<file path="config.mk">
export PLATFORM = sky130hd
export DESIGN_NAME = acc_top
export DESIGN_NICKNAME = d
export VERILOG_FILES = /design/src/hw/acc_pkg.sv /design/src/hw/word_stream_if.sv /design/src/hw/acc_top.sv /design/src/hw/acc_seq.sv /design/src/hw/result_writer.sv /design/src/hw/mac_engine.sv /design/src/hw/word_fetch.sv /design/src/hw/ctrl_regs.sv
export SDC_FILE = /design/constraint.sdc
export NUM_CORES = 2
export LEC_CHECK = 0
export BUFFER_PORTS_ARGS = -buffer_cell sky130_fd_sc_hd__buf_2
export CORE_MARGIN = 3
export CORE_UTILIZATION = 50
export CTS_BUF_LIST = sky130_fd_sc_hd__clkbuf_2 sky130_fd_sc_hd__clkbuf_4 sky130_fd_sc_hd__clkbuf_8
export CTS_CLUSTER_DIAMETER = 50
export DETAILED_ROUTE_END_ITERATION = 8
export PLACE_DENSITY = 0.75
export SKIP_LAST_GASP = 1
export SYNTH_ARGS = -nofsm -noshare
export SYNTH_HDL_FRONTEND = slang
export SYNTH_SLANG_ARGS = --single-unit
</file>
<file path="constraint.sdc">
create_clock -name clk -period 16.6 [get_ports clk]
set_clock_uncertainty 0.05 [all_clocks]
set_input_delay 4.15 -clock clk [delete_from_list [all_inputs] [get_ports clk]]
set_output_delay 4.15 -clock clk [all_outputs]
set_load 0.02 [all_outputs]
</file>
<file path="src/hw/acc_pkg.sv">
// shared widths, register map and sequencer states for the dot-product accelerator
package acc_pkg;

  // byte address width on the memory ports
  localparam int addr_w = 32;

  // accumulator and result word
  localparam int acc_w = 32;

  // host register port
  localparam int reg_addr_w = 3;

  // register map seen by the host
  typedef enum logic [reg_addr_w-1:0] {
    REG_CTRL       = 3'd0,
    REG_IFM_BASE   = 3'd1,
    REG_WGT_BASE   = 3'd2,
    REG_OFM_BASE   = 3'd3,
    REG_WORD_COUNT = 3'd4
  } reg_addr_e;

  // run sequencer
  typedef enum logic [1:0] {
    SEQ_IDLE  = 2'd0,
    SEQ_RUN   = 2'd1,
    SEQ_WRITE = 2'd2
  } seq_state_e;

endpackage
</file>
<file path="src/hw/word_stream_if.sv">
// valid/ready word stream from a fetch unit into the MAC engine
interface word_stream_if #(
  parameter int data_w = 64
) ();

  logic              valid;
  logic              ready;
  logic [data_w-1:0] data;
  // final word of the vector
  logic              last;

  modport src (output valid, output data, output last, input ready);

  modport snk (input valid, input data, input last, output ready);

endinterface

</file>
<file path="src/hw/acc_top.sv">
// dot-product accelerator top that exposes the register port and plain memory ports
module acc_top #(
  parameter int data_w = 64
) (
  input  logic                           clk,
  input  logic                           rst_n,
  input  logic                           reg_we,
  input  logic                           reg_re,
  input  logic [acc_pkg::reg_addr_w-1:0] reg_addr,
  input  logic [31:0]                    reg_wdata,
  output logic [31:0]                    reg_rdata,
  output logic                           ifm_rd_req_valid,
  input  logic                           ifm_rd_req_ready,
  output logic [acc_pkg::addr_w-1:0]     ifm_rd_addr,
  input  logic                           ifm_rd_rsp_valid,
  input  logic [data_w-1:0]              ifm_rd_rsp_data,
  output logic                           wgt_rd_req_valid,
  input  logic                           wgt_rd_req_ready,
  output logic [acc_pkg::addr_w-1:0]     wgt_rd_addr,
  input  logic                           wgt_rd_rsp_valid,
  input  logic [data_w-1:0]              wgt_rd_rsp_data,
  output logic                           wr_valid,
  input  logic                           wr_ready,
  output logic [acc_pkg::addr_w-1:0]     wr_addr,
  output logic [acc_pkg::acc_w-1:0]      wr_data
);

  logic                       start;
  logic                       launch;
  logic                       busy;
  logic                       done;
  logic [acc_pkg::addr_w-1:0] ifm_base;
  logic [acc_pkg::addr_w-1:0] wgt_base;
  logic [acc_pkg::addr_w-1:0] ofm_base;
  logic [31:0]                word_count;
  logic                       sum_valid;
  logic                       sum_ready;
  logic                       sum_fire;
  logic [acc_pkg::acc_w-1:0]  sum;
  logic                       write_done;

  assign sum_fire = sum_valid && sum_ready;

  word_stream_if #(.data_w(data_w)) ifm_s ();
  word_stream_if #(.data_w(data_w)) wgt_s ();

  ctrl_regs u_ctrl_regs (
    .clk(clk), .rst_n(rst_n),
    .reg_we(reg_we), .reg_re(reg_re), .reg_addr(reg_addr),
    .reg_wdata(reg_wdata), .reg_rdata(reg_rdata),
    .busy(busy), .done(done), .start(start),
    .ifm_base(ifm_base), .wgt_base(wgt_base), .ofm_base(ofm_base),
    .word_count(word_count)
  );

  acc_seq u_acc_seq (
    .clk(clk), .rst_n(rst_n), .start(start), .sum_fire(sum_fire),
    .write_done(write_done), .launch(launch), .busy(busy), .done(done)
  );

  word_fetch #(.data_w(data_w)) u_ifm_fetch (
    .clk(clk), .rst_n(rst_n), .launch(launch),
    .base(ifm_base), .word_count(word_count),
    .rd_req_valid(ifm_rd_req_valid), .rd_req_ready(ifm_rd_req_ready),
    .rd_addr(ifm_rd_addr), .rd_rsp_valid(ifm_rd_rsp_valid),
    .rd_rsp_data(ifm_rd_rsp_data), .out(ifm_s.src)
  );

  word_fetch #(.data_w(data_w)) u_wgt_fetch (
    .clk(clk), .rst_n(rst_n), .launch(launch),
    .base(wgt_base), .word_count(word_count),
    .rd_req_valid(wgt_rd_req_valid), .rd_req_ready(wgt_rd_req_ready),
    .rd_addr(wgt_rd_addr), .rd_rsp_valid(wgt_rd_rsp_valid),
    .rd_rsp_data(wgt_rd_rsp_data), .out(wgt_s.src)
  );

  mac_engine #(.data_w(data_w)) u_mac_engine (
    .clk(clk), .rst_n(rst_n), .launch(launch),
    .ifm_in(ifm_s.snk), .wgt_in(wgt_s.snk),
    .sum_valid(sum_valid), .sum_ready(sum_ready), .sum(sum)
  );

  result_writer u_result_writer (
    .clk(clk), .rst_n(rst_n), .ofm_base(ofm_base),
    .sum_valid(sum_valid), .sum_ready(sum_ready), .sum(sum),
    .wr_valid(wr_valid), .wr_ready(wr_ready), .wr_addr(wr_addr),
    .wr_data(wr_data), .write_done(write_done)
  );

endmodule

</file>
<file path="src/hw/acc_seq.sv">
// run sequencer that launches the fetch units and engine and tracks busy and sticky done
module acc_seq (
  input  logic clk,
  input  logic rst_n,
  input  logic start,
  input  logic sum_fire,
  input  logic write_done,
  output logic launch,
  output logic busy,
  output logic done
);

  acc_pkg::seq_state_e state;

  assign busy = state != acc_pkg::SEQ_IDLE;

  always_ff @(posedge clk) begin
    if (!rst_n) begin
      state  <= acc_pkg::SEQ_IDLE;
      launch <= 1'b0;
      done   <= 1'b0;
    end else begin
      launch <= 1'b0;
      case (state)
        acc_pkg::SEQ_IDLE: begin
          // a start while busy is dropped
          if (start) begin
            state  <= acc_pkg::SEQ_RUN;
            launch <= 1'b1;
            done   <= 1'b0;
          end
        end
        acc_pkg::SEQ_RUN: begin
          if (sum_fire) begin
            state <= acc_pkg::SEQ_WRITE;
          end
        end
        acc_pkg::SEQ_WRITE: begin
          if (write_done) begin
            state <= acc_pkg::SEQ_IDLE;
            done  <= 1'b1;
          end
        end
        default: state <= acc_pkg::SEQ_IDLE;
      endcase
    end
  end

endmodule

</file>
<file path="src/hw/result_writer.sv">
// holds the finished sum and drives the single write until memory takes it
module result_writer (
  input  logic                       clk,
  input  logic                       rst_n,
  input  logic [acc_pkg::addr_w-1:0] ofm_base,
  input  logic                       sum_valid,
  output logic                       sum_ready,
  input  logic [acc_pkg::acc_w-1:0]  sum,
  output logic                       wr_valid,
  input  logic                       wr_ready,
  output logic [acc_pkg::addr_w-1:0] wr_addr,
  output logic [acc_pkg::acc_w-1:0]  wr_data,
  output logic                       write_done
);

  assign sum_ready = !wr_valid;

  always_ff @(posedge clk) begin
    if (!rst_n) begin
      wr_valid   <= 1'b0;
      write_done <= 1'b0;
    end else begin
      write_done <= wr_valid && wr_ready;
      if (sum_valid && sum_ready) begin
        wr_valid <= 1'b1;
      end else if (wr_ready) begin
        wr_valid <= 1'b0;
      end
    end
  end

  // payload only moves when a new sum is taken
  always_ff @(posedge clk) begin
    if (sum_valid && sum_ready) begin
      wr_addr <= ofm_base;
      wr_data <= sum;
    end
  end

endmodule

</file>
<file path="src/hw/mac_engine.sv">
// pairs ifm and weight words, multiplies the signed byte lanes and accumulates the sum
module mac_engine #(
  parameter int data_w = 64
) (
  input  logic                      clk,
  input  logic                      rst_n,
  input  logic                      launch,
  word_stream_if.snk                ifm_in,
  word_stream_if.snk                wgt_in,
  output logic                      sum_valid,
  input  logic                      sum_ready,
  output logic [acc_pkg::acc_w-1:0] sum
);

  localparam int lanes = data_w / 8;

  logic                      take;
  logic [acc_pkg::acc_w-1:0] lane_sum;

  // both streams advance together and are held off while the sum waits
  assign take         = ifm_in.valid && wgt_in.valid && !sum_valid;
  assign ifm_in.ready = take;
  assign wgt_in.ready = take;

  always_comb begin
    logic signed [7:0]  a;
    logic signed [7:0]  b;
    logic signed [15:0] p;
    lane_sum = '0;
    for (int k = 0; k < lanes; k++) begin
      a = ifm_in.data[8*k +: 8];
      b = wgt_in.data[8*k +: 8];
      p = a * b;
      lane_sum = lane_sum + {{(acc_pkg::acc_w-16){p[15]}}, p};
    end
  end

  always_ff @(posedge clk) begin
    if (!rst_n) begin
      sum       <= '0;
      sum_valid <= 1'b0;
    end else begin
      if (launch) begin
        sum <= '0;
      end else if (take) begin
        sum <= sum + lane_sum;
        if (ifm_in.last) begin
          sum_valid <= 1'b1;
        end
      end
      if (sum_valid && sum_ready) begin
        sum_valid <= 1'b0;
      end
    end
  end

endmodule

</file>
<file path="src/hw/word_fetch.sv">
// walks one vector in memory with a single outstanding read and streams the words out
module word_fetch #(
  parameter int data_w = 64
) (
  input  logic                       clk,
  input  logic                       rst_n,
  input  logic                       launch,
  input  logic [acc_pkg::addr_w-1:0] base,
  input  logic [31:0]                word_count,
  output logic                       rd_req_valid,
  input  logic                       rd_req_ready,
  output logic [acc_pkg::addr_w-1:0] rd_addr,
  input  logic                       rd_rsp_valid,
  input  logic [data_w-1:0]          rd_rsp_data,
  word_stream_if.src                 out
);

  localparam int lanes = data_w / 8;

  logic [31:0] remaining;
  // request accepted, response not yet back
  logic        pending;

  always_ff @(posedge clk) begin
    if (!rst_n) begin
      rd_req_valid <= 1'b0;
      rd_addr      <= '0;
      remaining    <= '0;
      pending      <= 1'b0;
      out.valid    <= 1'b0;
      out.last     <= 1'b0;
    end else begin
      if (launch) begin
        rd_addr      <= base;
        remaining    <= word_count;
        rd_req_valid <= 1'b1;
      end else if (rd_req_valid && rd_req_ready) begin
        rd_req_valid <= 1'b0;
        pending      <= 1'b1;
        rd_addr      <= rd_addr + acc_pkg::addr_w'(lanes);
      end
      if (pending && rd_rsp_valid) begin
        pending   <= 1'b0;
        out.valid <= 1'b1;
        // a zero count is run as a single word
        out.last  <= remaining <= 32'd1;
        remaining <= remaining - 32'd1;
      end
      if (out.valid && out.ready) begin
        out.valid <= 1'b0;
        if (!out.last) begin
          rd_req_valid <= 1'b1;
        end
      end
    end
  end

  always_ff @(posedge clk) begin
    if (pending && rd_rsp_valid) begin
      out.data <= rd_rsp_data;
    end
  end

endmodule

</file>
<file path="src/hw/ctrl_regs.sv">
// host-facing configuration and status registers that turn a ctrl write into a start pulse
module ctrl_regs (
  input  logic                          clk,
  input  logic                          rst_n,
  input  logic                          reg_we,
  input  logic                          reg_re,
  input  logic [acc_pkg::reg_addr_w-1:0] reg_addr,
  input  logic [31:0]                   reg_wdata,
  output logic [31:0]                   reg_rdata,
  input  logic                          busy,
  input  logic                          done,
  output logic                          start,
  output logic [acc_pkg::addr_w-1:0]    ifm_base,
  output logic [acc_pkg::addr_w-1:0]    wgt_base,
  output logic [acc_pkg::addr_w-1:0]    ofm_base,
  output logic [31:0]                   word_count
);

  acc_pkg::reg_addr_e addr;

  assign addr = acc_pkg::reg_addr_e'(reg_addr);

  always_ff @(posedge clk) begin
    if (!rst_n) begin
      start      <= 1'b0;
      ifm_base   <= '0;
      wgt_base   <= '0;
      ofm_base   <= '0;
      word_count <= '0;
      reg_rdata  <= '0;
    end else begin
      start <= 1'b0;
      if (reg_we) begin
        case (addr)
          acc_pkg::REG_CTRL:       start <= reg_wdata[0];
          acc_pkg::REG_IFM_BASE:   ifm_base <= reg_wdata;
          acc_pkg::REG_WGT_BASE:   wgt_base <= reg_wdata;
          acc_pkg::REG_OFM_BASE:   ofm_base <= reg_wdata;
          acc_pkg::REG_WORD_COUNT: word_count <= reg_wdata;
          default: ;
        endcase
      end
      // read data lands one cycle after reg_re
      if (reg_re) begin
        case (addr)
          acc_pkg::REG_CTRL:       reg_rdata <= {30'd0, done, busy};
          acc_pkg::REG_IFM_BASE:   reg_rdata <= ifm_base;
          acc_pkg::REG_WGT_BASE:   reg_rdata <= wgt_base;
          acc_pkg::REG_OFM_BASE:   reg_rdata <= ofm_base;
          acc_pkg::REG_WORD_COUNT: reg_rdata <= word_count;
          default:                 reg_rdata <= '0;
        endcase
      end
    end
  end

endmodule

</file>
==> run metrics <==
num rows=109; share of power burned in registers=34.2%; final wirelength=117.2 mm; f_max=99.92 MHz; I/O pins=335; Hold Fails Final Rpt=0; largest registers=u_ifm_fetch.out.data (64), u_wgt_fetch.out.data (64); fin nets=6100; die width=305.1 um; grt ovf=0; Critical-path top delay cell=xor2_1; layout cells sized above 1=10.82%; GR Util met3=5.010%; Area Overhead vs Synth=10.81%; Post-synth ARST share=0%; LEAKAGE=21.99 nW; pin count of the biggest net entering global routing=173; full die area=93060 sq um; Mapped Area=44720 sq um; Synth Area per Inst=9.468 sq um; Starting Density=50.52%; core area=88510 sq um; drt drc=0; crit-path max cell delay=600 ps; Setup-failing EPs final=0; Psw=1.397 mW; post-DR vias/cell=5.424; 1st-iter DRT viols=2947; Required @ worst endpoint=17220 ps; crit path max fanout=8; final cell area excluding filler cells=49550 sq um; TNS Setup=0 ps; status=finished clean; Crit path top cell by count=fa_1; CTS Buf Count=95; number of global-route vias before repair=35010; GRT Util Overall=25.45%; met1 usage=32.42%; Die Y=305.1 um; Sw Ratio=35.16%; CTS tree=built; antenna violations before repair=8; worst hold path class=reg -> reg; FF-to-FF path depth=32; post-cts resize count=0; Top FF cell, synth=dfxtp_1; worst reg2reg endpoint=u_mac_engine.sum[27]$_SDFFE_PP0P_; Period minus WS final=10010 ps; Clock Latency Late Sink=750 ps; library cells used by synthesis=72; Slew Viols, Final=0; Post-Syn Instances=4723; sequential area share after synthesis=27.94%; unrepaired setup endpoints after global routing=no; yosys warns=0; Min Hold Slack=409.8 ps; fill cell count=7677; Pint=2.576 mW; CP arrival=10630 ps; Detailed Place HPWL=90.66 mm; FF+latch count, synth=528; Clock Root Buffer=clkbuf_8; met2 Usage GRT=42.81%; slew margin rel.=26.83%; Net Count, Synth=5774; max_cap viols=0; CP Launch Point=u_ifm_fetch.out.data[15]$_DFFE_PP_; Worst Setup End Kind=flip-flop; WL/cell=18.63 um; Routed Antenna Nets=0; Most Used Layer, Global Route=met2; CP Capture Point=u_mac_engine.sum[27]$_SDFFE_PP0P_; Power Density=80.18 nW/um^2; clk sinks=528; Combinational Power Share=33.6%; Final GP Congestion=0.8944; Reg-to-Reg Start=u_ifm_fetch.out.data[15]$_DFFE_PP_; nature of the critical path startpoint=flip-flop; Post-CTS Hold Buffers=0; postcts setup bufs=0; Clk pwr share=32.2%; EDFF count, synth=192; DR vias=34120; clk slew on worst S/H paths=60 ps; Placed Area=47590 sq um; worst-margin pin slew=1093 ps; first-pass GRT wire length=188.0 mm; worst-case clock buffer depth=3; drt first pass iters=6; Port Buffers=334; Crit Path Category=reg -> reg; # H-tree levels=3; maximum VDD drop=0.1156 mV; Final period util=60.29%; R2R Setup Slk=6590 ps
cells by family (layout without fill, tap and decap cells):
logic type,count (synthesis),in the layout,share of synthesized area (%)
muxes,12,12,0.2714
and+or+nand+nor,1405,1405,14.98
AOI/OAI and AO/OA,743,743,10.07
buffers and inverters,962,1361,8.075
other,0,4,0
DFF,528,528,27.94
xor gates and xnor gates,194,194,3.800
adders and majority gates,879,879,34.87
through the flow:
stage	std cells	worst slack, ps	total power, mW	utilization (%)
final	6291	6592	3.973	55.98
after CTS	6287	6547	4.000	55.97
after detailed placement	6117	6626	2.707	53.77
after floorplan	4723	6550	2.408	-
after global routing	6290	5914	4.228	55.98
after global placement	6117	6823	2.684	53.77
routing by layer:
layer / routed length (um) / vias to the layer above
li1: - / 15780
met5: 35 / -
met3: 9260 / 264
met4: 4820 / 6
met1: 45920 / 16730
met2: 57140 / 1337
worst min-delay path by stage:
| stage | startpoint | end | slack, ps | depth (start not counted) |
|---|---|---|---|---|
| floorplan | u_mac_engine.sum[31]$_SDFFE_PP0P_ | u_result_writer.wr_data[31]$_DFFE_PP_ | 370 | 0 |
| global placement | u_mac_engine.sum[31]$_SDFFE_PP0P_ | u_result_writer.wr_data[31]$_DFFE_PP_ | 390 | 0 |
| detailed placement | u_ctrl_regs.ofm_base[9]$_SDFFE_PN0P_ | u_result_writer.wr_addr[9]$_DFFE_PP_ | 390 | 0 |
| CTS | u_mac_engine.sum[11]$_SDFFE_PP0P_ | u_result_writer.wr_data[11]$_DFFE_PP_ | 410 | 0 |
| global route | u_mac_engine.sum[11]$_SDFFE_PP0P_ | u_result_writer.wr_data[11]$_DFFE_PP_ | 420 | 0 |
| finish | u_mac_engine.sum[12]$_SDFFE_PP0P_ | u_result_writer.wr_data[12]$_DFFE_PP_ | 410 | 0 |
Yosys cell counts, types with 19 or more instances:
library cell	number	area, sq um
dfxtp_1	336	6726
nor3_1	54	270.3
a21o_1	24	180.2
nand2_1	583	2188
edfxtp_1	192	5766
a22oi_1	64	480.5
nand3_1	48	240.2
xnor2_1	134	1174
nor2_1	248	930.9
xor2_1	60	525.5
a21oi_1	368	1842
a31oi_1	22	137.6
and3_1	19	118.9
nand2b_1	41	256.5
nor2b_1	21	131.4
fa_1	612	12250
o21ai_0	98	490.5
clkbuf_1	121	454.2
or3_1	26	162.7
inv_1	827	3104
ha_1	267	3341
and2_1	291	1821
a211oi_1	46	345.3
layout make-up:
class                           instances  area [sq um]  area share [%]
Tap cell                             1165          1458           2.942
Timing Repair Buffer                  359          1859           3.752
Multi-Input combinational cell       3233         28650           57.81
Clock inverter                         42         325.3          0.6565
Inverter                              832          3136           6.328
Clock buffer                          128          1624           3.278
Antenna cell                            4         10.01         0.02020
Sequential cell                       528         12490           25.21
power by group through the flow:
stage	Sequential, mW	Clock (mW)	Combinational [mW]
after global placement	1.38	0	1.30
after global routing	1.36	1.37	1.50
after floorplan	1.38	0	1.03
after CTS	1.36	1.31	1.33
after detailed placement	1.38	0	1.32
final	1.36	1.28	1.33
placed cells by master (no fill, tap or decap), drive strengths merged, types with 22 or more instances in the layout:
cell	instances
o21ai	98
a21oi	368
xnor2	134
nand2	583
a31oi	22
buf	359
nor2	250
dfxtp	336
clkbuf	128
clkinv	34
xor2	60
or3	27
inv	837
nand3	50
and2	291
fa	612
edfxtp	192
a21o	24
nor3	55
a22oi	64
nand2b	41
a211oi	46
ha	267
worst max-delay path: cells and delay by family, from the launching register on:
kind / cells / cell delay, ps
AND/OR/NAND/NOR: 4 / 810
adder cells (fa/ha/maj): 11 / 5280
AO/OA/AOI/OAI: 10 / 2200
buffers and inverters: 5 / 310
flip-flops: 1 / 480
XOR/XNOR: 2 / 800
No activity file was read; power rests on OpenSTA's default activity.
